`src/hw/mul_pkg.sv`:
```
`default_nettype none

package mul_pkg;

    // operand and result width
    localparam int XLEN = 32;

    // full product width
    localparam int PROD_W = 2 * XLEN;

    // sixteen digit groups plus one for the sign extension
    localparam int PP_COUNT = XLEN / 2 + 1;

    // multiplier with two sign bits on top and a zero below
    localparam int Y_EXT_W = XLEN + 3;

    // same order as funct3 of the RV32M multiply group
    typedef enum logic [1:0] {
        MUL    = 2'b00,
        MULH   = 2'b01,
        MULHSU = 2'b10,
        MULHU  = 2'b11
    } mul_op_t;

    // booth partial products, index 0 is the least significant
    typedef logic [PP_COUNT-1:0][PROD_W-1:0] pp_array_t;

endpackage

`default_nettype wire
```
`src/hw/mul_unit.sv`:
```
`timescale 1ns/10ps
`default_nettype none

module mul_unit import mul_pkg::*; (
    input  wire                clock,
    input  wire                reset,
    input  wire                in_valid,
    input  wire mul_op_t       op,
    input  wire [XLEN-1:0]     rs1,
    input  wire [XLEN-1:0]     rs2,
    output logic               out_valid,
    output logic [XLEN-1:0]    result
);

    // decode to execute
    logic              dec_valid;
    logic [XLEN-1:0]   dec_x;
    logic [XLEN-1:0]   dec_y;
    logic              dec_x_signed;
    logic              dec_y_signed;
    logic              dec_high;

    // execute to result
    logic              ex_valid;
    logic [PROD_W-1:0] ex_sum;
    logic [PROD_W-1:0] ex_carry;
    logic              ex_high;

    mul_decode i_decode (
        .clock        (clock),
        .reset        (reset),
        .in_valid     (in_valid),
        .op           (op),
        .rs1          (rs1),
        .rs2          (rs2),
        .dec_valid    (dec_valid),
        .dec_x        (dec_x),
        .dec_y        (dec_y),
        .dec_x_signed (dec_x_signed),
        .dec_y_signed (dec_y_signed),
        .dec_high     (dec_high)
    );

    mul_execute i_execute (
        .clock        (clock),
        .reset        (reset),
        .dec_valid    (dec_valid),
        .dec_x        (dec_x),
        .dec_y        (dec_y),
        .dec_x_signed (dec_x_signed),
        .dec_y_signed (dec_y_signed),
        .dec_high     (dec_high),
        .ex_valid     (ex_valid),
        .ex_sum       (ex_sum),
        .ex_carry     (ex_carry),
        .ex_high      (ex_high)
    );

    mul_result i_result (
        .clock     (clock),
        .reset     (reset),
        .ex_valid  (ex_valid),
        .ex_sum    (ex_sum),
        .ex_carry  (ex_carry),
        .ex_high   (ex_high),
        .out_valid (out_valid),
        .result    (result)
    );

endmodule

`default_nettype wire

```
`src/hw/mul_result.sv`:
```
`timescale 1ns/10ps
`default_nettype none

module mul_result import mul_pkg::*; (
    input  wire                clock,
    input  wire                reset,
    input  wire                ex_valid,
    input  wire [PROD_W-1:0]   ex_sum,
    input  wire [PROD_W-1:0]   ex_carry,
    input  wire                ex_high,
    output logic               out_valid,
    output logic [XLEN-1:0]    result
);

    logic [PROD_W-1:0] product;
    logic [XLEN-1:0]   word;

    // final carry propagate add, modulo 2**64
    assign product = ex_sum + ex_carry;

    // upper word for the MULH family
    assign word = ex_high ? product[PROD_W-1:XLEN] : product[XLEN-1:0];

    always_ff @(posedge clock) begin
        if (reset) begin
            out_valid <= 1'b0;
        end else begin
            out_valid <= ex_valid;
        end
    end

    always_ff @(posedge clock) begin
        if (ex_valid) begin
            result <= word;
        end
    end

endmodule

`default_nettype wire

```
`src/hw/mul_execute.sv`:
```
`timescale 1ns/10ps
`default_nettype none

module mul_execute import mul_pkg::*; (
    input  wire                clock,
    input  wire                reset,
    input  wire                dec_valid,
    input  wire [XLEN-1:0]     dec_x,
    input  wire [XLEN-1:0]     dec_y,
    input  wire                dec_x_signed,
    input  wire                dec_y_signed,
    input  wire                dec_high,
    output logic               ex_valid,
    output logic [PROD_W-1:0]  ex_sum,
    output logic [PROD_W-1:0]  ex_carry,
    output logic               ex_high
);

    pp_array_t         pp;
    logic [PROD_W-1:0] tree_sum;
    logic [PROD_W-1:0] tree_carry;

    booth_radix4 i_booth (
        .x        (dec_x),
        .y        (dec_y),
        .x_signed (dec_x_signed),
        .y_signed (dec_y_signed),
        .pp       (pp)
    );

    wallace_tree i_tree (
        .pp    (pp),
        .sum   (tree_sum),
        .carry (tree_carry)
    );

    always_ff @(posedge clock) begin
        if (reset) begin
            ex_valid <= 1'b0;
        end else begin
            ex_valid <= dec_valid;
        end
    end

    // product stays redundant until the result stage
    always_ff @(posedge clock) begin
        if (dec_valid) begin
            ex_sum   <= tree_sum;
            ex_carry <= tree_carry;
            ex_high  <= dec_high;
        end
    end

endmodule

`default_nettype wire

```
`src/hw/mul_decode.sv`:
```
`timescale 1ns/10ps
`default_nettype none

module mul_decode import mul_pkg::*; (
    input  wire                clock,
    input  wire                reset,
    input  wire                in_valid,
    input  wire mul_op_t       op,
    input  wire [XLEN-1:0]     rs1,
    input  wire [XLEN-1:0]     rs2,
    output logic               dec_valid,
    output logic [XLEN-1:0]    dec_x,
    output logic [XLEN-1:0]    dec_y,
    output logic               dec_x_signed,
    output logic               dec_y_signed,
    output logic               dec_high
);

    logic x_signed;
    logic y_signed;

    // operand signs per operation
    always_comb begin
        x_signed = 1'b0;
        y_signed = 1'b0;
        case (op)
            MULH: begin
                x_signed = 1'b1;
                y_signed = 1'b1;
            end
            MULHSU: begin
                x_signed = 1'b1;
            end
            // MUL only keeps the low word, the same for any sign
            default: begin
            end
        endcase
    end

    always_ff @(posedge clock) begin
        if (reset) begin
            dec_valid <= 1'b0;
        end else begin
            dec_valid <= in_valid;
        end
    end

    // capture operands with the strobe
    always_ff @(posedge clock) begin
        if (in_valid) begin
            dec_x        <= rs1;
            dec_y        <= rs2;
            dec_x_signed <= x_signed;
            dec_y_signed <= y_signed;
            dec_high     <= (op != MUL);
        end
    end

endmodule

`default_nettype wire

```
`src/hw/wallace_tree.sv`:
```
`timescale 1ns/10ps
`default_nettype none

module wallace_tree import mul_pkg::*; (
    input  wire pp_array_t    pp,
    output logic [PROD_W-1:0] sum,
    output logic [PROD_W-1:0] carry
);

    logic [PROD_W-1:0] l1_sum   [4];
    logic [PROD_W-1:0] l1_carry [4];
    logic [PROD_W-1:0] l2_sum   [2];
    logic [PROD_W-1:0] l2_carry [2];
    logic [PROD_W-1:0] l3_sum;
    logic [PROD_W-1:0] l3_carry;
    logic [PROD_W-1:0] csa_b;
    logic [PROD_W-1:0] csa_maj;

    // level 1 takes the first sixteen partial products
    for (genvar i = 0; i < 4; i++) begin : g_l1
        compressor_42 i_comp (
            .a     (pp[4*i]),
            .b     (pp[4*i+1]),
            .c     (pp[4*i+2]),
            .d     (pp[4*i+3]),
            .sum   (l1_sum[i]),
            .carry (l1_carry[i])
        );
    end

    // carries move up one bit between levels
    for (genvar i = 0; i < 2; i++) begin : g_l2
        compressor_42 i_comp (
            .a     (l1_sum[2*i]),
            .b     ({l1_carry[2*i][PROD_W-2:0], 1'b0}),
            .c     (l1_sum[2*i+1]),
            .d     ({l1_carry[2*i+1][PROD_W-2:0], 1'b0}),
            .sum   (l2_sum[i]),
            .carry (l2_carry[i])
        );
    end

    compressor_42 i_comp_l3 (
        .a     (l2_sum[0]),
        .b     ({l2_carry[0][PROD_W-2:0], 1'b0}),
        .c     (l2_sum[1]),
        .d     ({l2_carry[1][PROD_W-2:0], 1'b0}),
        .sum   (l3_sum),
        .carry (l3_carry)
    );

    // 3:2 row folds in the sign extension group
    assign csa_b   = {l3_carry[PROD_W-2:0], 1'b0};
    assign sum     = l3_sum ^ csa_b ^ pp[PP_COUNT-1];
    assign csa_maj = (l3_sum & csa_b) | (csa_b & pp[PP_COUNT-1]) | (l3_sum & pp[PP_COUNT-1]);

    // carry leaves already aligned, product is sum + carry
    assign carry = {csa_maj[PROD_W-2:0], 1'b0};

endmodule

`default_nettype wire

```
`src/hw/booth_radix4.sv`:
```
`timescale 1ns/10ps
`default_nettype none

module booth_radix4 import mul_pkg::*; (
    input  wire [XLEN-1:0] x,
    input  wire [XLEN-1:0] y,
    input  wire            x_signed,
    input  wire            y_signed,
    output pp_array_t      pp
);

    logic [PROD_W-1:0]  x_ext;
    logic [PROD_W-1:0]  x_neg;
    logic [Y_EXT_W-1:0] y_ext;

    // multiplicand widened to the full product
    assign x_ext = {{(PROD_W - XLEN){x_signed & x[XLEN-1]}}, x};
    assign x_neg = -x_ext;

    // two sign bits give the extra group for unsigned y
    assign y_ext = {{2{y_signed & y[XLEN-1]}}, y, 1'b0};

    for (genvar j = 0; j < PP_COUNT; j++) begin : g_digit
        logic [2:0]        win;
        logic              zero;
        logic              neg;
        logic              two;
        logic [PROD_W-1:0] mult;

        // overlapping three bit window of the multiplier
        assign win = y_ext[2*j +: 3];

        // digit encoder
        assign zero = (win == 3'b000) || (win == 3'b111);
        assign neg  = win[2];
        assign two  = (win == 3'b011) || (win == 3'b100);

        // pick +-1x or +-2x of the multiplicand
        always_comb begin
            if (neg) begin
                mult = two ? (x_neg << 1) : x_neg;
            end else begin
                mult = two ? (x_ext << 1) : x_ext;
            end
        end

        // each group weighs four times the previous one
        assign pp[j] = zero ? '0 : (mult << (2 * j));
    end

endmodule

`default_nettype wire

```
`src/hw/compressor_42.sv`:
```
`timescale 1ns/10ps
`default_nettype none

module compressor_42 import mul_pkg::*; (
    input  wire [PROD_W-1:0] a,
    input  wire [PROD_W-1:0] b,
    input  wire [PROD_W-1:0] c,
    input  wire [PROD_W-1:0] d,
    output logic [PROD_W-1:0] sum,
    output logic [PROD_W-1:0] carry
);

    // majority of b, c and d per bit
    logic [PROD_W-1:0] e;
    // same term moved up to the next bit
    logic [PROD_W-1:0] e_in;
    logic [PROD_W-1:0] x4;

    assign e  = (b & c) | (c & d) | (b & d);
    assign x4 = a ^ b ^ c ^ d;

    // top bit of e falls off, the product wraps at 2**64
    assign e_in = {e[PROD_W-2:0], 1'b0};

    assign sum = x4 ^ e_in;

    // carry has weight two and is left unshifted here
    assign carry = (x4 & e_in) | (~x4 & a);

endmodule

`default_nettype wire

```
`config.mk`:
```
export PLATFORM = sky130hd
export DESIGN_NAME = mul_unit
export DESIGN_NICKNAME = d
export VERILOG_FILES = /design/src/hw/mul_pkg.sv /design/src/hw/mul_unit.sv /design/src/hw/mul_result.sv /design/src/hw/mul_execute.sv /design/src/hw/mul_decode.sv /design/src/hw/wallace_tree.sv /design/src/hw/booth_radix4.sv /design/src/hw/compressor_42.sv
export SDC_FILE = /design/constraint.sdc
export NUM_CORES = 2
export LEC_CHECK = 0
export BUFFER_PORTS_ARGS = -buffer_cell sky130_fd_sc_hd__buf_2
export CORE_MARGIN = 5
export CORE_UTILIZATION = 40
export CTS_BUF_LIST = sky130_fd_sc_hd__clkbuf_16
export CTS_CLUSTER_SIZE = 8
export DETAILED_ROUTE_END_ITERATION = 8
export SKIP_CTS_REPAIR_TIMING = 1
export SLEW_MARGIN = 30
export SYNTH_ARGS = -nofsm -noshare
export SYNTH_HDL_FRONTEND = slang
export SYNTH_SLANG_ARGS = --single-unit
```
`constraint.sdc`:
```
create_clock -name clock -period 7 [get_ports clock]
set_input_delay 1.05 -clock clock [delete_from_list [all_inputs] [get_ports clock]]
set_output_delay 1.05 -clock clock [all_outputs]
set_load 0.03 [all_outputs]
```
Word level (Yosys, flattened, before mapping)
Cells that the tools add are included.
Word-level totals
  flip-flop bits (word level): 230
  latch bits: 0
  memory bits (writable): 0
  memory bits (read-only): 0
  output and inout bits: 33
  memories kept: 0
Cells by class
  add/sub/neg operators: 2
  $mul: 0
  divide/modulo/power cells: 0
  order comparisons: 0
  equality and inequality tests: 51
  shift-type cells: 0
  muxes and demuxes: 71
  bitwise operators: 100
  reductions and logical operators: 51
Operator list (number)
  $and 63x63->63: 38
  $xor 64x64->64: 30
  $or 63x63->63: 23
  $mux 64: 19
  $mux 33: 16
  $not 63->63: 7
  $mux 32: 4
  $mux 62: 2
  $mux 60: 2
  $mux 58: 2
  $mux 56: 2
  $mux 54: 2
  $mux 52: 2
  $mux 50: 2
  $eq 3x3->1 const B: 32
  $mux 48: 2
  $mux 46: 2
  $mux 44: 2
  $mux 42: 2
  $mux 40: 2
  $mux 38: 2
  $mux 36: 2
  $mux 34: 2
  $add 64x64->64: 1
  10 further kinds: 75

Longest topological paths before layout
  word-level depth: 26
  mapped depth: 27

Hierarchy
A second synthesis with hierarchy kept.
Second synthesis, totals
  cells, all modules: 7945
  area, all modules: 63838.7 µm²
By module, submodules not included
  booth_radix4: times used 1, cells each 4288, area an instance 25688.4 µm², sequential area each 0.0 µm²
  compressor_42: times used 7, cells each 387, area an instance 3662.3 µm², sequential area each 0.0 µm²
  mul_result: times used 1, cells each 677, area an instance 5236.3 µm², sequential area each 980.9 µm²
  mul_execute: times used 1, cells each 131, area an instance 3907.5 µm², sequential area each 3893.7 µm²
  mul_decode: times used 1, cells each 74, area an instance 2082.0 µm², sequential area each 2031.9 µm²
  wallace_tree: times used 1, cells each 66, area an instance 1288.7 µm², sequential area each 0.0 µm²

Least setup slack after synthesis
No wires, ideal clock.
  kind: register to register
  start: register i_decode.dec_x[0]
  end: register i_execute.ex_sum[35], data pin
  library setup time: 269 ps
  arrival time: 6045 ps
  required time: 6731 ps
  slack: 686 ps
  stages on the path, launching flop included: 25
  path buffers: 4
  clock period less this slack: 6314 ps
  cell sequence: edfxtp_1 > buf_4 > clkinv_1 > clkbuf_1 > ha_1 > buf_2 > or3b_1 > buf_2 > nor4_4 > a31oi_1 > nor2_2 > nand2_1 > a21boi_0 > mux4_2 > xor3_1 > o21bai_1 > nand2_1 > xnor2_1 > xnor2_1 > xor2_1 > ha_1 > o21bai_1 > maj3_1 > maj3_1 > fa_1
On the way
  longest elaborated chain between the ends: 24
  elaborated cells between the ends (all ways): 147
  classes of those cells: add/sub: 1; mux: 53; bitwise: 93
RTL lines
  start: declaration: line mul_decode.sv:12  | output logic [XLEN-1:0] dec_x,
  start signal: assignment: line mul_decode.sv:51  | dec_x <= rs1;
  $neg 64->64: line booth_radix4.sv:18  | assign x_neg = -x_ext;
  $mux 64 / $mux 62 (equally long branches): line booth_radix4.sv:41  | mult = two ? (x_neg << 1) : x_neg;
  $mux 64 / $mux 62 (equally long branches): line booth_radix4.sv:40  | if (neg) begin
  $mux 64: line booth_radix4.sv:48  | assign pp[j] = zero ? '0 : (mult << (2 * j));
  $xor 64x64->64 (3 in a row): line compressor_42.sv:20  | assign x4 = a ^ b ^ c ^ d;
  $not 63->63: line compressor_42.sv:28  | assign carry = (x4 & e_in) | (~x4 & a);
  $and 63x63->63: line compressor_42.sv:28
  $or 63x63->63: line compressor_42.sv:28
  (+5 left out)
  $or 63x63->63: line compressor_42.sv:28
  $xor 64x64->64 (3 in a row): line compressor_42.sv:20
  $not 63->63: line compressor_42.sv:28
  $and 63x63->63: line compressor_42.sv:28
  $or 63x63->63: line compressor_42.sv:28
  $xor 64x64->64: line wallace_tree.sv:54  | assign sum = l3_sum ^ csa_b ^ pp[PP_COUNT-1];
  $xor 64x64->64 *: line wallace_tree.sv:54
  net i_execute.i_tree.sum[35]: line wallace_tree.sv:6  | output logic [PROD_W-1:0] sum,
  end signal: assignment: line mul_execute.sv:48  | ex_sum <= tree_sum;
  end: declaration: line mul_execute.sv:14  | output logic [PROD_W-1:0] ex_sum,
Mark *: on every way through the listed nets, which the timed path passes. The rest lies on a longest branch.
A chain may end at the register's enable or synchronous reset.

Worst setup path in the final report
  start: register i_decode.dec_x[0]
  end: register i_execute.ex_sum[41], data pin
On the way
  longest elaborated chain between the ends: 24
  elaborated cells between the ends (all ways): 145
  classes of those cells: add/sub: 1; mux: 51; bitwise: 93
RTL lines (line)
  $neg 64->64 *: booth_radix4.sv:18
  $mux 64 / $mux 62 (equally long branches): booth_radix4.sv:41
  $mux 64 / $mux 62 (equally long branches): booth_radix4.sv:40
  $mux 64: booth_radix4.sv:48
  $xor 64x64->64 (3 in a row): compressor_42.sv:20
  $not 63->63: compressor_42.sv:28
  $and 63x63->63: compressor_42.sv:28
  $or 63x63->63: compressor_42.sv:28
  (+5 left out)
  $or 63x63->63: compressor_42.sv:28
  $xor 64x64->64 (3 in a row): compressor_42.sv:20
  $not 63->63: compressor_42.sv:28
  $and 63x63->63: compressor_42.sv:28
  $or 63x63->63: compressor_42.sv:28
  $xor 64x64->64: wallace_tree.sv:54
  $xor 64x64->64 *: wallace_tree.sv:54
  net i_execute.i_tree.sum[41]: wallace_tree.sv:6
Marked as above.

==> impl_metrics.yaml <==
worst_setup_path:
  path_class: "reg -> reg"
  cp-end-kind: "flop"
  cp.arrival_ns: 7.28
  start_kind: "flop"
  critPathRequiredTime_ns: 7.35
  r2r_slack_ns: 0.07
  cp_max_fo: 15
die:
  core_sq_um: 128000
  initial_core_util: 0.404
  die_area_sq_um: 136000
  die_w_um: 369
  rows: 131
  ios: 102
  die_h_um: 369
grt:
  grt_pass1_wl_um: 413000
  grt_pass1_vias: 52453
  gr-total-overflow: 0
  gr-usage-all-layers: 0.419
  grt_antenna_before_repair: 12
  grt_start_max_net_pins: 90
sta:
  setup_viol: 0
  hold_viol: 0
  tns_ns: 0
  fin_crit_ns: 6.93
  relSlewSlack: 0.221
  drv_slew: 0
  holdWs_ns: 0.430
  timing.final.crit_share: 0.990
  rsz0062_at_grt: "no"
  worstMarginPinSlew_ns: 1.16
  fmax_mhz: 144
  clock_skew_ns: 0.105
  setup_ws_ns: 0.0712
flow_run:
  maxCapViolCount: 0
cts:
  numCtsBuffers: 36
  clkTransAtPathRegs_ns: 0.06
  tritoncts: "built"
  htree_num_levels: 2
  clk-insertion-delay-late_ns: 0.67
  cts_buffer_depth: 3
  cts_root_buf: "clkbuf_16"
  numClockSinks: 225
yosys:
  synth.avg_cell_area_sq_um: 7.56
  yosys.cell_types.count: 118
  ys_top_cells_by_area: "xnor2_1 (13%), edfxtp_1 (13%), maj3_1 (7.3%)"
  netlist_area_sq_um: 51600
  synth_ff_type: "edfxtp_1"
  synth_top_area_share: 0.135
  yosysSeqAreaShare: 0.130
  synth-async-reset-ratio: 0
  synth_seq_cells: 225
  synth_edf_count: 222
  yosysTopAreaCell: "xnor2_1"
  yosysWarnings: 0
  synth_nets: 7047
  synthCells: 6827
layout:
  drive_gt1_frac: 0.142
  synthToLayoutAreaGrowth_pct: 10.8
  nNetsFinal: 7062
route:
  vias_per_cell: 6.77
  wl_per_cell_um: 35.0
  drt.antenna.violating_nets: 0
  dr.pass1.iters: 7
  routed-via-count: 57702
  drc: 0
  drt-total-wl_um: 299000
  drt_iter0_markers: 9661
placement:
  hpwl_um: 234000
  gp_congestion: 1.05
  io_buffers: 101
  dpl_worst_slack_ns: 0.0994
worst_hold_path:
  hold_path.class: "reg -> reg"
status:
  outcome: "complete, no violations"
-- cell usage after synthesis, types with 25 or more instances --
master,instances
nand2_1,568
and2_1,48
o221ai_1,30
mux2i_1,122
o21a_1,27
maj3_1,376
a211oi_1,64
a21o_1,65
xor2_1,260
o31ai_1,41
a21oi_1,512
o22ai_1,84
nand2b_1,33
nor2b_1,34
o21ai_1,33
a32oi_1,34
mux2_2,26
nand3_1,63
a211o_1,30
edfxtp_1,222
a31oi_1,89
a221o_1,42
ha_1,119
nor3_1,143
a22oi_1,165
or3_1,25
o211ai_1,67
nor2_1,575
o21ai_0,580
mux4_2,38
clkbuf_1,478
maj3_2,41
fa_1,32
xnor2_1,795
buf_1,100
buf_2,58
a221oi_1,173
inv_1,189
-- per-stage QoR --
stage | utilization | std cells | cell area, sq um
after CTS | 0.447 | 8517 | 57100
final | 0.447 | 8526 | 57200
after floorplan | - | 6827 | 51600
after global routing | 0.447 | 8521 | 57200
after detailed placement | 0.439 | 8462 | 56100
after global placement | 0.439 | 8462 | 56100
-- layout make-up --
class,count,area (sq um)
Fill cell,12999,70600
Multi-Input combinational cell,5736,41700
Sequential cell,225,6730
Timing Repair Buffer,633,4880
Tap cell,1662,2080
Clock buffer,36,901
Inverter,210,788
Clock inverter,19,144
Antenna cell,5,12.5
-- critical path, cell delays in order, from the launching register on --
cell and delay [ns]:
edfxtp_1 0.46, buf_4 0.29, nor4_4 0.32, buf_4 0.23, nand4_1 0.32, o21a_1 0.48
nor2_1 0.77, a221oi_1 0.27, xor2_1 0.22, xnor2_1 0.40, xnor2_1 0.16, buf_4 0.18
maj3_1 0.33, inv_1 0.12, xnor2_1 0.10, xnor2_1 0.77, xnor2_1 0.16, xnor2_1 0.19
maj3_1 0.38, fa_1 0.45
-- layout by cell type, fill, tap and decap left out, types with 100 or more instances in the layout --
| cell | netlist | layout |
|---|---|---|
| maj3_1 | 376 | 376 |
| mux2i_1 | 122 | 122 |
| inv_1 | 189 | 200 |
| buf_2 | 58 | 100 |
| nor2_1 | 575 | 567 |
| o21ai_0 | 580 | 578 |
| xnor2_1 | 795 | 789 |
| ha_1 | 119 | 119 |
| nand2_1 | 568 | 568 |
| edfxtp_1 | 222 | 222 |
| xor2_1 | 260 | 250 |
| a221oi_1 | 173 | 173 |
| a22oi_1 | 165 | 165 |
| buf_4 | 9 | 502 |
| nor3_1 | 143 | 142 |
| a21oi_1 | 512 | 511 |
-- path summary, 6_finish.rpt --
kind         cells after the start                        endpoint                        start
max                             19  i_execute.ex_sum[41]$_DFFE_PP_  i_decode.dec_x[0]$_DFFE_PP_
min                              0     i_execute.ex_high$_DFFE_PP_  i_decode.dec_high$_DFFE_PP_
max reg2reg                     19  i_execute.ex_sum[41]$_DFFE_PP_  i_decode.dec_x[0]$_DFFE_PP_
min reg2reg                      0     i_execute.ex_high$_DFFE_PP_  i_decode.dec_high$_DFFE_PP_
-- cell families (layout without fill, tap and decap cells) --
group / Yosys count / after routing / share of synthesized area
other: 0 / 5 / 0
AO/OA/AOI/OAI: 2223 / 2223 / 0.280
XOR/XNOR: 1131 / 1131 / 0.211
multiplexers: 192 / 192 / 0.0474
adder cells (fa/ha/maj): 568 / 568 / 0.123
AND/OR/NAND/NOR: 1622 / 1622 / 0.142
flip-flops: 225 / 225 / 0.130
buffers and inverters: 866 / 898 / 0.0666
-- state kept, by name, indices dropped and copies added (netlist names) --
signal                 flops
i_decode.dec_y            32
i_decode.dec_x_signed      1
i_decode.dec_high          1
i_execute.ex_carry        58
i_result.result           32
i_result.out_valid         1
i_decode.dec_x            32
i_decode.dec_y_signed      1
i_decode.dec_valid         1
i_execute.ex_high          1
i_execute.ex_sum          64
i_execute.ex_valid         1
-- layer usage --
| layer | global-route usage | share of wire |
|---|---|---|
| met1 | 0.557 | 0.40 |
| met2 | 0.620 | 0.41 |
| met3 | 0.107 | 0.12 |
| met4 | 0.231 | 0.072 |
| met5 | 0 | 0.000067 |
Power is not shown: default switching activity piles up to over one toggle a cycle in this logic, so the estimate is an artifact.
